--- src/hw/dma_pkg.sv ---
`default_nettype none

// ------------------------------------------------------------
// Shared types for the single-channel DMA
// ------------------------------------------------------------
package dma_pkg;

  typedef logic [15:0] addr_t;   // Word address on either bus
  typedef logic [15:0] data_t;   // One transferred word
  typedef logic [15:0] count_t;  // Words per transfer, zero means none

  // Which bus feeds the FIFO
  typedef enum logic {
    DIR_INT_TO_EXT = 1'b0,  // Internal read, external write
    DIR_EXT_TO_INT = 1'b1   // External read, internal write
  } dir_e;

  // log2 of FIFO depth, 8 entries
  localparam int FIFO_AW_DEFAULT = 3;

endpackage

`default_nettype wire
--- src/hw/dma_top.sv ---
`timescale 1ns/1ps
`default_nettype none

// Single-channel DMA, internal bus <-> FIFO <-> external bus
module dma_top
  import dma_pkg::*;
#(
  parameter int FIFO_AW = FIFO_AW_DEFAULT
)
(
  input  wire         clk,
  input  wire         rst,
  // Control
  input  wire         start,
  input  wire dir_e   dir,
  input  wire addr_t  int_base,
  input  wire addr_t  int_step,
  input  wire addr_t  ext_base,
  input  wire addr_t  ext_step,
  input  wire count_t count,
  output logic        busy,
  output logic        done,
  // Internal Wishbone master
  output logic        int_cyc,
  output logic        int_stb,
  output logic        int_we,
  output addr_t       int_adr,
  output data_t       int_dat_w,
  input  wire data_t  int_dat_r,
  input  wire         int_ack,
  // External Wishbone master
  output logic        ext_cyc,
  output logic        ext_stb,
  output logic        ext_we,
  output addr_t       ext_adr,
  output data_t       ext_dat_w,
  input  wire data_t  ext_dat_r,
  input  wire         ext_ack
);

  // ------------------------------------------------------------
  // Internal wiring
  // ------------------------------------------------------------
  logic  int_start, ext_start;
  logic  int_is_source, ext_is_source;
  logic  int_ready, ext_ready;
  logic  int_take, ext_take;
  logic  int_done, ext_done;
  data_t int_rd_word, ext_rd_word;
  logic  push, pop, empty, full;
  data_t push_data;
  data_t head;  // Shared write word for both ports

  dma_ctrl u_ctrl (
    .clk(clk), .rst(rst), .start(start), .dir(dir), .busy(busy), .done(done),
    .int_start(int_start), .ext_start(ext_start),
    .int_is_source(int_is_source), .ext_is_source(ext_is_source),
    .int_ready(int_ready), .ext_ready(ext_ready),
    .int_take(int_take), .ext_take(ext_take),
    .int_rd_word(int_rd_word), .ext_rd_word(ext_rd_word),
    .int_done(int_done), .ext_done(ext_done),
    .push(push), .push_data(push_data), .pop(pop), .empty(empty), .full(full)
  );

  dma_fifo #(.FIFO_AW(FIFO_AW)) u_fifo (
    .clk(clk), .rst(rst), .push(push), .push_data(push_data), .pop(pop),
    .head(head), .empty(empty), .full(full)
  );

  // Internal side
  dma_mem_port u_int_port (
    .clk(clk), .rst(rst), .start_port(int_start), .is_source(int_is_source),
    .base(int_base), .step(int_step), .count(count),
    .ready(int_ready), .wr_word(head),
    .take(int_take), .rd_word(int_rd_word), .done_port(int_done),
    .cyc(int_cyc), .stb(int_stb), .we(int_we), .adr(int_adr), .dat_w(int_dat_w),
    .dat_r(int_dat_r), .ack(int_ack)
  );

  // External side
  dma_mem_port u_ext_port (
    .clk(clk), .rst(rst), .start_port(ext_start), .is_source(ext_is_source),
    .base(ext_base), .step(ext_step), .count(count),
    .ready(ext_ready), .wr_word(head),
    .take(ext_take), .rd_word(ext_rd_word), .done_port(ext_done),
    .cyc(ext_cyc), .stb(ext_stb), .we(ext_we), .adr(ext_adr), .dat_w(ext_dat_w),
    .dat_r(ext_dat_r), .ack(ext_ack)
  );

endmodule

`default_nettype wire

--- src/hw/dma_ctrl.sv ---
`timescale 1ns/1ps
`default_nettype none

// Run sequencing and FIFO routing between the two ports
module dma_ctrl
  import dma_pkg::*;
(
  input  wire        clk,
  input  wire        rst,
  input  wire        start,
  input  wire dir_e  dir,
  output logic       busy,
  output logic       done,
  output logic       int_start,
  output logic       ext_start,
  output logic       int_is_source,
  output logic       ext_is_source,
  output logic       int_ready,
  output logic       ext_ready,
  input  wire        int_take,
  input  wire        ext_take,
  input  wire data_t int_rd_word,
  input  wire data_t ext_rd_word,
  input  wire        int_done,
  input  wire        ext_done,
  output logic       push,
  output data_t      push_data,
  output logic       pop,
  input  wire        empty,
  input  wire        full
);

  typedef enum logic {
    CTRL_IDLE,
    CTRL_RUN
  } ctrl_state_e;

  ctrl_state_e state;
  dir_e        dir_r;    // Direction of the current run
  dir_e        cur_dir;
  logic        accept;   // Start taken this cycle
  logic        finish;
  logic        running;

  assign running = (state == CTRL_RUN);
  assign accept  = start && !running;  // Ignored while busy
  assign finish  = running && int_done && ext_done && empty;

  // Live dir in idle so ports latch the right role with start_port
  assign cur_dir = running ? dir_r : dir;

  // ------------------------------------------------------------
  // Run state and done pulse
  // ------------------------------------------------------------
  always_ff @(posedge clk or posedge rst)
  begin
    if (rst)
    begin
      state <= CTRL_IDLE;
      dir_r <= DIR_INT_TO_EXT;
      done  <= 1'b0;
    end
    else
    begin
      done <= finish;  // One cycle, busy falls with it
      if (accept)
      begin
        state <= CTRL_RUN;
        dir_r <= dir;
      end
      else if (finish)
        state <= CTRL_IDLE;
    end
  end

  assign busy = running;

  // Both ports load in the accept cycle
  assign int_start = accept;
  assign ext_start = accept;

  assign int_is_source = (cur_dir == DIR_INT_TO_EXT);
  assign ext_is_source = (cur_dir == DIR_EXT_TO_INT);

  // ------------------------------------------------------------
  // FIFO routing
  // ------------------------------------------------------------
  assign int_ready = int_is_source ? !full : !empty;  // Room to read / word to write
  assign ext_ready = ext_is_source ? !full : !empty;

  assign push      = running && (int_is_source ? int_take : ext_take);
  assign pop       = running && (int_is_source ? ext_take : int_take);
  assign push_data = int_is_source ? int_rd_word : ext_rd_word;

endmodule

`default_nettype wire

--- src/hw/dma_mem_port.sv ---
`timescale 1ns/1ps
`default_nettype none

// Address generator and Wishbone classic master for one bus
// Source role reads into the FIFO and destination role writes from it
module dma_mem_port
  import dma_pkg::*;
(
  input  wire         clk,
  input  wire         rst,
  input  wire         start_port,  // Load pulse from controller
  input  wire         is_source,
  input  wire addr_t  base,
  input  wire addr_t  step,
  input  wire count_t count,
  input  wire         ready,       // FIFO not full or not empty
  input  wire data_t  wr_word,     // FIFO head
  output logic        take,
  output data_t       rd_word,
  output logic        done_port,
  output logic        cyc,
  output logic        stb,
  output logic        we,
  output addr_t       adr,
  output data_t       dat_w,
  input  wire data_t  dat_r,
  input  wire         ack
);

  typedef enum logic [1:0] {
    PORT_IDLE,
    PORT_WAIT,  // Words left and waiting on FIFO
    PORT_BUS,   // Cycle open and waiting on ack
    PORT_DONE
  } port_state_e;

  port_state_e state;
  logic        src_r;    // Latched role
  count_t      remain;   // Words still to move
  addr_t       idx;      // Current word address
  addr_t       step_r;   // Modifier
  data_t       wdata_r;  // Word being written
  logic        issue;
  logic        finish;

  assign issue  = (state == PORT_WAIT) && ready;  // Open a cycle next edge
  assign finish = (state == PORT_BUS) && ack;     // Slave done with this word

  // ------------------------------------------------------------
  // Control FSM
  // ------------------------------------------------------------
  always_ff @(posedge clk or posedge rst)
  begin
    if (rst)
    begin
      state  <= PORT_IDLE;
      src_r  <= 1'b0;
      remain <= '0;
    end
    else if (start_port)
    begin
      src_r  <= is_source;
      remain <= count;
      state  <= (count == '0) ? PORT_DONE : PORT_WAIT;  // Empty transfer ends at once
    end
    else
    begin
      case (state)
        PORT_WAIT:
          if (ready)
            state <= PORT_BUS;
        PORT_BUS:
          if (ack)
          begin
            remain <= remain - count_t'(1);
            // Last word goes straight to done
            state  <= (remain == count_t'(1)) ? PORT_DONE : PORT_WAIT;
          end
        default:
          state <= state;  // Idle and done hold until start_port
      endcase
    end
  end

  // Address stepping
  always_ff @(posedge clk)
  begin
    if (start_port)
    begin
      idx    <= base;
      step_r <= step;
    end
    else if (finish)
      idx <= idx + step_r;  // Modulo 2^16
  end

  // Capture FIFO head as it is popped
  always_ff @(posedge clk)
  begin
    if (issue && !src_r)
      wdata_r <= wr_word;
  end

  // ------------------------------------------------------------
  // Bus and FIFO side outputs
  // ------------------------------------------------------------
  assign cyc   = (state == PORT_BUS);
  assign stb   = (state == PORT_BUS);       // Raised together with cyc
  assign we    = (state == PORT_BUS) && !src_r;
  assign adr   = idx;
  assign dat_w = we ? wdata_r : '0;         // Low when not writing

  // Pop at issue as destination and push at ack as source
  assign take      = src_r ? finish : issue;
  assign rd_word   = (src_r && finish) ? dat_r : '0;
  assign done_port = (state == PORT_DONE);

endmodule

`default_nettype wire

--- src/hw/dma_fifo.sv ---
`timescale 1ns/1ps
`default_nettype none

// Show-ahead FIFO where head always holds the oldest word
module dma_fifo
  import dma_pkg::*;
#(
  parameter int FIFO_AW = 3
)
(
  input  wire        clk,
  input  wire        rst,
  input  wire        push,
  input  wire data_t push_data,
  input  wire        pop,
  output data_t      head,
  output logic       empty,
  output logic       full
);

  localparam int DEPTH = 2 ** FIFO_AW;

  data_t              mem [DEPTH];  // Word storage
  logic [FIFO_AW-1:0] wr_ptr;
  logic [FIFO_AW-1:0] rd_ptr;
  logic [FIFO_AW:0]   cnt;          // One bit wider than the pointers
  logic               do_push;
  logic               do_pop;

  // Guarded strobes
  assign do_push = push && !full;
  assign do_pop  = pop && !empty;

  assign empty = (cnt == '0);
  assign full  = cnt[FIFO_AW];  // Top bit set only at DEPTH
  assign head  = mem[rd_ptr];   // Show-ahead read

  // ------------------------------------------------------------
  // Pointers and occupancy
  // ------------------------------------------------------------
  always_ff @(posedge clk or posedge rst)
  begin
    if (rst)
    begin
      wr_ptr <= '0;
      rd_ptr <= '0;
      cnt    <= '0;
    end
    else
    begin
      if (do_push)
        wr_ptr <= wr_ptr + 1'b1;  // Wraps at depth
      if (do_pop)
        rd_ptr <= rd_ptr + 1'b1;
      case ({do_push, do_pop})
        2'b10:   cnt <= cnt + 1'b1;
        2'b01:   cnt <= cnt - 1'b1;
        default: cnt <= cnt;  // Both or neither
      endcase
    end
  end

  // Write port
  always_ff @(posedge clk)
  begin
    if (do_push)
      mem[wr_ptr] <= push_data;
  end

endmodule

`default_nettype wire

--- config.mk ---
export PLATFORM = sky130hd
export DESIGN_NAME = dma_top
export DESIGN_NICKNAME = d
export VERILOG_FILES = /design/src/hw/dma_pkg.sv /design/src/hw/dma_top.sv /design/src/hw/dma_ctrl.sv /design/src/hw/dma_mem_port.sv /design/src/hw/dma_fifo.sv
export SDC_FILE = /design/constraint.sdc
export NUM_CORES = 1
export LEC_CHECK = 0
export BUFFER_PORTS_ARGS = -buffer_cell sky130_fd_sc_hd__buf_2
export CORE_ASPECT_RATIO = 1.25
export CORE_MARGIN = 2
export CORE_UTILIZATION = 62
export CTS_CLUSTER_SIZE = 16
export DETAILED_ROUTE_END_ITERATION = 16
export PLACE_DENSITY = 0.86
export SLEW_MARGIN = 10
export SYNTH_ARGS = -nofsm -noshare
export SYNTH_HDL_FRONTEND = slang
export SYNTH_SLANG_ARGS = --single-unit
export TNS_END_PERCENT = 5
--- constraint.sdc ---
create_clock -name clk -period 5 [get_ports clk]
set_input_delay 0.25 -clock clk [delete_from_list [all_inputs] [get_ports clk]]
set_output_delay 0.25 -clock clk [all_outputs]
set_load 0.1 [all_outputs]
==> Yosys cells after proc, flatten, opt, wreduce, memory -nomap -nowiden <==
Memory sizes are Yosys's and may differ from the RTL's.
Cells that the tools add are included.
{ "word_totals": {"register_bits": 147, "n_memories": 1, "inputBits": 118, "ram_bits": 128, "elab_cells": 119, "output_inout_bits": 72} }
{ "mem_list": {"columns": ["name", "depth", "width", "read_ports", "rd_clocked_by_memory_dff", "write_ports", "line_no", "text"], "rows": [
  ["u_fifo.mem", 8, 16, 1, 0, 1, "dma_fifo.sv:23", "data_t mem [DEPTH];"]
]} }
{ "op_classes": {"add_sub_neg": 8, "muxes": 38, "reduce_logical": 39, "bitwise": 1, "n_eq_ne": 14} }
{ "ops": {"columns": ["cell", "n"], "rows": [
  ["two-way mux 16 bit", 15],
  ["adder 16 bit", 2],
  ["== test 16 x 1 -> 1 bit, second input constant", 2],
  ["subtractor 16 x 1 -> 16 bit, second input constant", 2],
  ["logical AND 1 bit", 18],
  ["two-way mux 2 bit", 9],
  ["zero test 16 bit", 1],
  ["nonzero test 2 bit", 8],
  ["two-way mux 1 bit", 11],
  ["== test 2 bit, second input constant", 5],
  ["one-hot mux 2 bit (2 select lines)", 2],
  ["one-hot mux 4 bit (2 select lines)", 1],
  ["adder 3 x 1 -> 3 bit, second input constant", 2],
  ["== test 2 x 1 -> 1 bit, second input constant", 3],
  ["!= test 3 x 1 -> 1 bit, second input constant", 2],
  ["!= test 3 x 2 -> 1 bit, second input constant", 2],
  ["AND reduction 3 bit", 2],
  ["nonzero test 3 bit", 2],
  ["zero test 1 bit", 5],
  ["adder 4 x 1 -> 4 bit, second input constant", 1],
  ["zero test 4 bit", 1],
  ["AND reduction 2 bit", 2],
  ["subtractor 4 x 1 -> 4 bit, second input constant", 1],
  ["NOT 1 bit", 1]
]} }

==> Logic depth before layout (Yosys ltp) <==
Gate-level depths: netlist of run 1.
{ "depth": {"word_depth": 10, "mapped_depth": 12} }

==> Modules after synthesis <==
From an unflattened synthesis of run 1, not the netlist that was laid out.
{ "unflattened": {"hier_cells": 982, "hier_area_um2": 13411.6} }
{ "modules_own_cells": {"columns": ["mod", "n_inst", "cells_per_inst", "area_per_inst_um2"], "rows": [
  ["dma_fifo", 1, 253, 5544.1],
  ["dma_mem_port at u_ext_port", 1, 359, 3748.6],
  ["dma_mem_port at u_int_port", 1, 334, 3668.5],
  ["dma_ctrl", 1, 36, 450.4]
]} }

==> Worst setup path after synthesis of run 1 <==
OpenSTA, ideal clock, no wires.
{ "synth_timing": {"path_type": "register -> output", "startpoint": "reg u_ext_port.state[1]", "endpoint": "out ext_dat_w[10]", "arrival_time_ns": 4.103, "path_buffers": 1, "path_slack_ns": 0.647, "stages_incl_launch_ff": 5, "cell_sequence": "dfrtp_1 nor2b_1 nor2b_1 clkbuf_1 and2_1"} }
{ "synth_between": {"elab_chain_cells": 3} }
{ "synth_rtl": {"columns": ["element", "line_no", "text"], "rows": [
  ["start: declaration", "dma_mem_port.sv:37", "port_state_e state;"],
  ["start signal: assignment", "dma_mem_port.sv:64", "state <= (count == '0) ? PORT_DONE : PORT_WAIT;"],
  ["start signal: assignment", "dma_mem_port.sv:77", "state <= (remain == count_t'(1)) ? PORT_DONE : PORT_WAIT;"],
  ["start signal: assignment", "dma_mem_port.sv:80", "state <= state;"],
  ["== test 2 bit", null, null],
  ["via ext_cyc", "dma_top.sv:32", "output logic ext_cyc,"],
  ["logical AND 1 bit", "dma_mem_port.sv:109", "assign we = (state == PORT_BUS) && !src_r;"],
  ["via ext_we", "dma_top.sv:34", "output logic ext_we,"],
  ["two-way mux 16 bit", "dma_mem_port.sv:111", "assign dat_w = we ? wdata_r : '0;"],
  ["end: declaration", "dma_top.sv:36", "output data_t ext_dat_w,"]
]} }
The timed path passes the listed nets, and every way through them passes these cells.

==> Worst setup path in the final report of run 1 <==
{ "layout_timing": {"startpoint": "reg u_ctrl.state (netlist: u_ctrl.busy)", "endpoint": "mem u_fifo.mem[2][2] (netlist bit) (enable)"} }
{ "layout_between": {"elab_chain_cells": 9, "elab_cells_between_ends": 12, "classes_between": "mux (8); reduce/logical (4)"} }
{ "layout_rtl": {"columns": ["element", "line_no", "text"], "rows": [
  ["start: declaration", "dma_ctrl.sv:38", "ctrl_state_e state;"],
  ["start signal: assignment", "dma_ctrl.sv:59", "state <= CTRL_IDLE;"],
  ["start signal: assignment", "dma_ctrl.sv:68", "state <= CTRL_RUN;"],
  ["start signal: assignment", "dma_ctrl.sv:72", "state <= CTRL_IDLE;"],
  ["two-way mux 1 bit", "dma_ctrl.sv:50", "assign cur_dir = running ? dir_r : dir;"],
  ["two-way mux 1 bit (on tied branches)", "dma_ctrl.sv:88, dma_ctrl.sv:89", null],
  ["logical AND 1 bit", "dma_mem_port.sv:46", "assign issue = (state == PORT_WAIT) && ready;"],
  ["two-way mux 1 bit", "dma_mem_port.sv:114", "assign take = src_r ? finish : issue;"],
  ["two-way mux 1 bit", "dma_ctrl.sv:91", "assign push = running && (int_is_source ? int_take : ext_take);"],
  ["logical AND 1 bit *", "dma_ctrl.sv:91", null],
  ["logical AND 1 bit *", "dma_fifo.sv:31", "assign do_push = push && !full;"],
  ["two-way mux 1 bit *", "dma_fifo.sv:66", "if (do_push)"],
  ["two-way mux 1 bit (not written as such) *", "dma_fifo.sv:67", "mem[wr_ptr] <= push_data;"],
  ["end: declaration", "dma_fifo.sv:23", null]
]} }
Every way passes the cells marked *; elsewhere a longest branch is shown, timed or not.

==> qor.yml, run 1 <==
seq_area_um2: 8004
rows: 58
startpoint_type: "register"
cts_buffers: 28
drtIter0Drc: 676
layoutNonFillerInstCount: 1466
cts_buffer_depth: 3
slew_viol_final: 0
slew_headroom: 0.1497
dp_hpwl_mm: 20.25
place_area_um2: 14080
synth_top_area_share: 0.5242
reg2reg_to: "u_fifo.mem[2][2]"
drt_pre_antenna_iters: 4
cts_root_buffer: "clkbuf_16"
ys.flop_type: "edfxtp_1"
period_share: 0.6789
synthCells: 940
numPlacedInstances: 1366
synth_edf_count: 224
syn2layout_area_growth_pct: 20.94
worst_pin_slew_ns: 1.270
r2r_start: "u_ctrl.busy"
fin_crit_ns: 3.394
vdd_drop_max_mv: 0.4544
grt_max_degree: 64
hold_viol_final: 37
layout.nets: 1333
pin_count: 190
hold_slack_ns: -0.01375
worstSkewPairLatency_ns: 0.55
synth_common_cells: "edfxtp_1, nor2_1, a21oi_1"
portBuffers: 189
status: "finished with violations"
start_util: 0.6338
wl_per_cell_um: 21.60
maxCapViolCount: 0
die_w_um: 132.7
core_area_um2: 20250
crit_type: "register to register"
gp_congestion: 0.8569
ys_warn_count: 0
syn_area_um2: 12830
r2r_slack_ns: 1.61
grt_usage: 0.2894
synth_area_leaders: "edfxtp_1, dfrtp_1, mux4_2"
cts_tree: "done"
crit_required_ns: 5.15
skew_ns: 0.01668
p_leak_nw: 6.004
synth.distinct_cells: 72
synth_nets: 1100
fillers: 1178
ys_async_sr_fraction: 0.1855
grt_pass1_wl_mm: 48.48
grt_overflow_total: 0
synth_top_cell_by_area: "edfxtp_1"
critPathMaxFanout: 16
vias: 8990
route.detailed.drc: 0
min_path_type: "input pin to async pin"
rsz0062_at_grt: "false"
die_area_um2: 21870
postCtsResizedCells: 0
numClockSinks: 275
power_density_nw_per_um2: 633.7
cp-end-kind: "register"
finalSetupViolCount: 0
yosys.cell_count.top_type: "edfxtp_1"
cts.clk_slew.worst_paths_ns: 0.07
antenna_found_initial: 2
ys_seq_area_frac: 0.6236
syn_avg_cell_area_um2: 13.65
worstPathArrival_ns: 3.54
grt_pass1_vias: 9078
rr_worst_depth: 4
max_freq_mhz: 294.6
multi_input_area_um2: 4622
via_per_inst: 6.132
tns_ns: 0
drive_gt1_frac: 0.2678
die_y_um: 164.8
violations: "negative hold slack"
htreeDepth: 1
fin_area_um2: 15520
routed_wirelength_mm: 31.66
ys_seq_elements: 275
antenna_left: 0
==> final cells by class <==
| cell class | count | share of cell area |
|---|---|---|
| Inverter | 24 | 0.005805 |
| Sequential cell | 275 | 0.5157 |
| Timing Repair Buffer | 248 | 0.09707 |
| Antenna cell | 1 | 0.0001612 |
| Tap cell | 270 | 0.02177 |
| Clock inverter | 23 | 0.01491 |
| Multi-Input combinational cell | 596 | 0.2978 |
| Clock buffer | 29 | 0.04676 |
==> cells by family (layout without fill, tap and decap cells) <==
| group | Yosys count | after routing | share of synthesized area |
|---|---|---|---|
| other | 0 | 1 | 0 |
| multiplexers | 55 | 55 | 0.07586 |
| buffers and inverters | 69 | 324 | 0.02125 |
| XOR/XNOR | 53 | 53 | 0.03617 |
| AO/OA/AOI/OAI | 175 | 175 | 0.08863 |
| flip-flops | 275 | 275 | 0.6236 |
| adder cells (fa/ha/maj) | 42 | 42 | 0.04271 |
| AND/OR/NAND/NOR | 271 | 271 | 0.1117 |
==> through the flow <==
stage	power [mW]	hold WS [ns]	util	setup slack (ns)
after global placement	7.439	0.4264	0.6953	1.863
final	9.835	-0.01375	0.7665	1.606
after CTS	9.796	0.0001127	0.7658	1.647
after floorplan	6.713	0.3489	-	0.6465
after detailed placement	7.597	0.4281	0.6953	1.700
after global routing	10.27	0.02906	0.7664	1.428
==> layer usage <==
layer,global-route usage,wire (um)
met1,0.3395,11610
met2,0.5318,16710
met3,0.04942,2235
met4,0.1153,1101
met5,0,7
==> report_power, final <==
| part | leakage (nW) | switching (mW) | internal (mW) |
|---|---|---|---|
| Combinational | 2.90 | 2.74 | 1.33 |
| Sequential | 2.65 | 0.455 | 3.16 |
| Clock | 0.457 | 0.920 | 1.23 |
| Total | 6.00 | 4.12 | 5.72 |
==> state kept, by name, indices dropped and copies added, names as in the netlist, 2 cells and up <==
register            flops
u_fifo.mem            128
u_ext_port.adr         16
u_ext_port.remain      16
u_ext_port.step_r      16
u_ext_port.wdata_r     16
u_int_port.adr         16
u_int_port.remain      16
u_int_port.step_r      16
u_int_port.wdata_r     16
u_fifo.cnt              4
u_fifo.rd_ptr           3
u_fifo.wr_ptr           3
u_ext_port.state        2
u_int_port.state        2
==> worst max path at each step <==
| stage | startpoint | endpoint | slack (ns) | depth (start not counted) |
|---|---|---|---|---|
| 2_1_floorplan | u_ext_port.state[1] | ext_dat_w[10] | 0.65 | 4 |
| 3_3_place_gp | u_ctrl.busy | u_fifo.mem[1][11] | 1.86 | 4 |
| 3_5_place_dp | u_ctrl.busy | u_fifo.mem[1][9] | 1.70 | 4 |
| 4_1_cts | u_ctrl.busy | u_fifo.mem[1][3] | 1.65 | 4 |
| 5_1_grt | u_ctrl.busy | u_fifo.mem[2][2] | 1.43 | 4 |
| 6_report | u_ctrl.busy | u_fifo.mem[2][2] | 1.61 | 4 |
==> worst max-delay path: stages (launching register included) <==
cell      delay [ns]
dfrtp_1         0.49
mux2_2          0.44
a211oi_1        0.62
nand2b_1        0.35
nor3b_2         1.09
==> cells in the final DEF (no fill, tap or decap), drive strengths merged, types with 7 or more instances in the layout <==
cell type    Yosys  layout
edfxtp         224     224
buf             16     201
nor2            72      72
a21oi           70      70
nand2           51      51
dfrtp           51      51
dlygate4sd3      0      47
ha              39      39
xnor2           33      33
mux4            32      32
clkbuf          29      29
inv             23      29
nor3            25      25
o21ai           24      24
and3            20      20
xor2            20      20
and2            20      20
mux2            18      18
a22o            16      16
a211oi          12      12
nor4            12      12
clkinv           1      11
nand3           10      10
nor2b            9       9
or3              9       9
nand4            8       8
or4              7       7
nor3b            7       7
==> repair_timing <==
action | 4_1_cts | 5_1_grt
hold buffers | 47 | 0
endpoints found under the hold margin | 51 | 0
setup endpoints to repair | 0 | 0
setup buffers | 0 | 0
Power figures use the tool's default switching activity.
==> inputs of run 2 (changes only) <==
--- a/config.mk
+++ b/config.mk
@@ -8,10 +8,10 @@
 export BUFFER_PORTS_ARGS = -buffer_cell sky130_fd_sc_hd__buf_2
 export CORE_ASPECT_RATIO = 1.25
 export CORE_MARGIN = 2
-export CORE_UTILIZATION = 62
+export CORE_UTILIZATION = 57
 export CTS_CLUSTER_SIZE = 16
 export DETAILED_ROUTE_END_ITERATION = 16
-export PLACE_DENSITY = 0.86
+export PLACE_DENSITY = 0.8
 export SLEW_MARGIN = 10
 export SYNTH_ARGS = -nofsm -noshare
 export SYNTH_HDL_FRONTEND = slang
==> constraint.sdc (replaced) <==
create_clock -name clk -period 3.4 [get_ports clk]
set_input_delay 0.17 -clock clk [delete_from_list [all_inputs] [get_ports clk]]
set_output_delay 0.17 -clock clk [all_outputs]
set_load 0.1 [all_outputs]
==> qor.yml, run 2 (synthesis results as in run 1) <==
route.detailed.drc: 0
drtIter0Drc: 664
grt_pass1_vias: 9115
fin_area_um2: 15900
status: "finished, final reports clean"
setup_ws_ns: 0.3560
syn2layout_area_growth_pct: 23.91
path_cells: "or4_1, mux2i_1, o211ai_1, and3_1, ha_1, ha_1, a21o_1, a21oi_1, xnor2_1, nor2_1, xnor2_1"
p_leak_nw: 6.165
layout_commonest_cell: "edfxtp_1"
skew_ns: 0.01125
max_freq_mhz: 328.5
grt_pass1_wl_mm: 47.84
die_y_um: 171.8
post-route-util: 0.7159
power_density_nw_per_um2: 896.4
grt_overflow_total: 0
critical_path.slowest_cell: "or4_1"
routed_wirelength_mm: 30.18
layoutNonFillerInstCount: 1515
rows: 61
core_area_um2: 22210
slew_headroom: 0.2621
tns_ns: 0
layout.nets: 1371
pin_count: 190
pre_cts_ws_ns: 0.3750
via_per_inst: 5.859
die_w_um: 138.2
vias: 8877
numClockSinks: 275
cts.clk_slew.worst_paths_ns: 0.07
slew_viol_final: 0
worstSkewPairLatency_ns: 0.54
gp_congestion: 0.8294
maxCapViolCount: 0
crit_type: "register to register"
vdd_drop_max_mv: 1.124
dp_hpwl_mm: 19.30
antenna_found_initial: 0
drt_pre_antenna_iters: 5
cts_buffers: 27
startpoint_type: "register"
place_area_um2: 14240
start_util: 0.5778
die_area_um2: 23740
hold_slack_ns: 0.02899
hold_viol_final: 0
grt_usage: 0.2554
critPathMaxFanout: 5
rsz0062_at_grt: "false"
min_path_type: "input pin to register"
power_mw: 14.25
grt_max_degree: 52
drive_gt1_frac: 0.2662
crit_required_ns: 3.83
antenna_left: 0
worst_pin_slew_ns: 1.107
postCtsResizedCells: 0
cp-end-kind: "register"
diodes: 0
wl_per_cell_um: 19.92
fillers: 1410
regMostFlops: "u_fifo.mem"
cts_root_buffer: "clkbuf_16"
cts_buffer_depth: 3
cp_slowest_stage_delay_ns: 0.62
cts_tree: "done"
period_share: 0.8953
worstPathArrival_ns: 3.47
portBuffers: 189
largest_reg_flops: 128
final_cell_mix: "edfxtp_1, buf_2, dlygate4sd3_1"
finalSetupViolCount: 0
htreeDepth: 1
fin_crit_ns: 3.044
numPlacedInstances: 1388
[run 2: cell count changes in the layout (fill, tap and decap cells not counted), moves of 2 or more]
cell,delta
clkinv_1,-2
clkinv_4,-4
clkbuf_1,+3
clkbuf_16,-2
buf_12,+6
clkinv_2,+5
dlygate4sd3_1,+30
buf_4,+3
[run 2: routing by layer]
| metal | routed length, um | track usage | part of all wire |
|---|---|---|---|
| met4 | 604 | 0.06832 | 0.020 |
| met2 | 16230 | 0.4828 | 0.54 |
| met1 | 11640 | 0.3109 | 0.39 |
| met5 | 0 | 0 | 0 |
| met3 | 1706 | 0.03174 | 0.057 |
[run 2: final timing paths]
kind / startpoint / end / slack, ns / cells past startpoint
worst max-delay path: u_fifo.cnt[0] / u_fifo.cnt[3] / 0.36 / 11
worst max register to register: u_fifo.cnt[0] / u_fifo.cnt[3] / 0.36 / 11
min in group asynchronous: rst / u_fifo.rd_ptr[1] / 0.46 / 3
worst min register to register: u_fifo.wr_ptr[2] / u_fifo.wr_ptr[2] / 0.49 / 1
worst min-delay path: int_base[5] / u_int_port.adr[5] / 0.03 / 3
max in group asynchronous: rst / u_fifo.rd_ptr[0] / 2.17 / 3
[run 2: critical path: cells and delay by family, from the launching register on]
family	cells	cell delay, ns
XOR/XNOR	2	0.26
flip-flops	1	0.42
AO/OA/AOI/OAI	3	0.50
multiplexers	1	0.27
AND/OR/NAND/NOR	3	0.93
adder cells (fa/ha/maj)	2	0.53
[run 2: where the power goes]
part	switching, mW	internal, mW	leakage, nW
clock	1.28	1.72	0.432
sequential	0.645	4.64	2.65
combinational	3.94	2.04	3.09
[run 2: layout make-up]
class                           count  area, um^2  area share
Multi-Input combinational cell    596        4612      0.2901
Timing Repair Buffer              287        1949      0.1226
Clock inverter                     19       188.9     0.01188
Sequential cell                   275        8005      0.5035
Tap cell                          283       354.1     0.02227
Clock buffer                       31       700.7     0.04407
Inverter                           24       90.09    0.005666
[run 2: repair_timing]
| item | in CTS | in global routing |
|---|---|---|
| hold buffers | 77 | 0 |
| buffers inserted | 0 | 0 |
| endpoints found under the hold margin | 145 | 0 |
==> inputs of run 3 (changes only) <==
--- a/config.mk
+++ b/config.mk
@@ -5,15 +5,17 @@
 export SDC_FILE = /design/constraint.sdc
 export NUM_CORES = 1
 export LEC_CHECK = 0
+export ABC_AREA = 1
 export BUFFER_PORTS_ARGS = -buffer_cell sky130_fd_sc_hd__buf_2
 export CORE_ASPECT_RATIO = 1.25
 export CORE_MARGIN = 2
-export CORE_UTILIZATION = 57
+export CORE_UTILIZATION = 58
 export CTS_CLUSTER_SIZE = 16
 export DETAILED_ROUTE_END_ITERATION = 16
-export PLACE_DENSITY = 0.8
+export HOLD_SLACK_MARGIN = 0.12
+export PLACE_DENSITY = 0.81
 export SLEW_MARGIN = 10
 export SYNTH_ARGS = -nofsm -noshare
 export SYNTH_HDL_FRONTEND = slang
 export SYNTH_SLANG_ARGS = --single-unit
-export TNS_END_PERCENT = 5
+export TNS_END_PERCENT = 50
==> qor.yml, run 3 <==
synth_xor_area_frac: 0.01967
wl_per_cell_um: 18.16
syn_area_um2: 13360
hold_slack_ns: 0.1344
status: "finished, final reports clean"
htreeDepth: 1
grt_usage: 0.2890
rsz0062_at_grt: "false"
p_leak_nw: 7.062
worst_pin_slew_ns: 1.128
fin_crit_ns: 2.875
path_delay_family: "simple AND/OR/NAND/NOR gates"
cts.clk_slew.worst_paths_ns: 0.07
startpoint_type: "register"
drtIter0Drc: 1074
synth_edf_count: 224
synth_nets: 1528
route.detailed.drc: 0
skew_ns: 0.02305
cts_buffers: 26
grt_overflow_total: 0
power_density_nw_per_um2: 911.2
ys_warn_count: 0
routed_wirelength_mm: 35.52
start_util: 0.5856
ys_async_sr_fraction: 0.1855
regMostFlops: "u_fifo.mem"
slew_viol_final: 0
grt_pass1_wl_mm: 56.16
syn_avg_cell_area_um2: 9.763
dp_hpwl_mm: 22.32
cp-end-kind: "register"
critical_path.slowest_cell: "dfrtp_1"
max_freq_mhz: 347.8
ys.flop_type: "edfxtp_1"
crit_required_ns: 3.82
cp_slowest_stage_delay_ns: 0.47
vdd_drop_max_mv: 0.8399
fin_area_um2: 16400
synth_compound_area_frac: 0.09069
synth_top_cell_by_area: "edfxtp_1"
p_seq_frac: 0.338
synthSimpleGateAreaFrac: 0.1951
seq_area_um2: 8003
post-route-util: 0.7189
p_sw_mw: 6.826
pre_cts_ws_ns: 0.5866
layout.nets: 1807
clockPowerShare: 0.199
muxShareOfSynthArea: 0
ys_seq_elements: 275
postCtsResizedCells: 0
antenna_left: 0
gp_congestion: 0.9354
numClockSinks: 275
yosys.cell_count.top_type: "nand2_1"
hold_viol_final: 0
grt_max_degree: 78
setup_ws_ns: 0.5248
swShare: 0.4569
vias: 11360
die_area_um2: 24260
critPathMaxFanout: 10
synth_area_leaders: "edfxtp_1, dfrtp_1, nand2_1"
path_cells: "inv_2, nand2_1, nand2_2, nand2_1, nand2_1, nand3_1, nand3_1, nand4_1, inv_1, ha_1, ha_1, a21oi_1, nand2_1, a21oi_1, o21ai_0, xor2_1"
syn2layout_area_growth_pct: 22.78
synth_common_cells: "nand2_1, edfxtp_1, nor2_1"
power_mw: 14.94
worstPathArrival_ns: 3.30
power_frac_comb: 0.463
place_area_um2: 14680
numPlacedInstances: 1823
synth.distinct_cells: 39
finalSetupViolCount: 0
drt_pre_antenna_iters: 6
cts_root_buffer: "clkbuf_16"
via_per_inst: 5.808
slew_headroom: 0.2470
drive_gt1_frac: 0.1722
rows: 62
final_cell_mix: "nand2_1, edfxtp_1, nor2_1"
fillers: 1538
portBuffers: 189
crit_top_cell: "nand2_1"
synthCells: 1368
die_y_um: 173.7
die_w_um: 139.7
yosys.area_share.adder: 0.04103
crit_type: "register to register"
cts_tree: "done"
ys_seq_area_frac: 0.5992
synth_top_family_by_area: "simple AND/OR/NAND/NOR gates"
tns_ns: 0
antenna_found_initial: 1
worstSkewPairLatency_ns: 0.55
pin_count: 190
synth_top_area_share: 0.5037
grt_pass1_vias: 11300
largest_reg_flops: 128
core_area_um2: 22810
crit_buf_inv: 2
layout_commonest_cell: "nand2_1"
min_path_type: "input pin to register"
period_share: 0.8456
maxCapViolCount: 0
multi_input_area_um2: 4683
p_int_mw: 8.115
layoutNonFillerInstCount: 1956
cts_buffer_depth: 3
==> run 3: cell type report <==
class	instances	share of cell area
flip-flops and latches	275	0.4881
multi-input cells	906	0.2856
repair buffers	292	0.1177
clock buffers	31	0.04082
inverters	146	0.03350
well taps	288	0.02198
clock inverters	17	0.01221
diodes	1	0.0001526
==> run 3: logic make-up after synthesis <==
group | Yosys count
buffers and inverters | 187
and+or+nand+nor | 622
adders and majority gates | 42
xor gates and xnor gates | 30
DFF | 275
AOI/OAI and AO/OA | 212
==> run 3: power by group through the flow <==
stage | clock [mW] | sequential [mW] | combinational, mW
final | 2.97 | 5.05 | 6.92
after global routing | 3.12 | 5.11 | 7.50
after CTS | 2.97 | 5.02 | 6.77
after detailed placement | 0 | 5.09 | 6.65
after global placement | 0 | 5.05 | 6.46
after floorplan | 0 | 5.91 | 4.35
==> run 3: worst register-to-register path: stages, from the launching register on <==
cell and delay, ns:
dfrtp_1 0.47, inv_2 0.15, nand2_1 0.09, nand2_2 0.17
nand2_1 0.08, nand2_1 0.09, nand3_1 0.12, nand3_1 0.11
nand4_1 0.18, inv_1 0.11, ha_1 0.24, ha_1 0.30
a21oi_1 0.16, nand2_1 0.08, a21oi_1 0.12, o21ai_0 0.11
xor2_1 0.16
==> run 3: worst paths after layout <==
path,cells after the start,startpoint,slack [ns],to
setup / recovery,16,u_ctrl.busy,0.52,u_fifo.cnt[3]
max in group asynchronous,4,rst,2.34,u_fifo.wr_ptr[0]
hold reg to reg,2,u_ext_port.remain[15],0.50,u_ext_port.remain[15]
hold / removal,4,start,0.13,u_ext_port.src_r
min in group asynchronous,3,rst,0.32,u_ctrl.done
setup reg to reg,16,u_ctrl.busy,0.52,u_fifo.cnt[3]
==> run 3: repair_timing <==
item | 4_1_cts | 5_1_grt
hold endpoints to repair | 133 | 0
hold buffers | 84 | 0
setup buffers | 0 | 0
==> run 3: metal layers <==
layer	up-vias	GRT usage	wire length, um
li1	5228	-	-
met1	5359	0.3412	12910
met2	647	0.5197	18210
met3	126	0.04420	2907
met4	0	0.1300	1493
met5	-	0	0
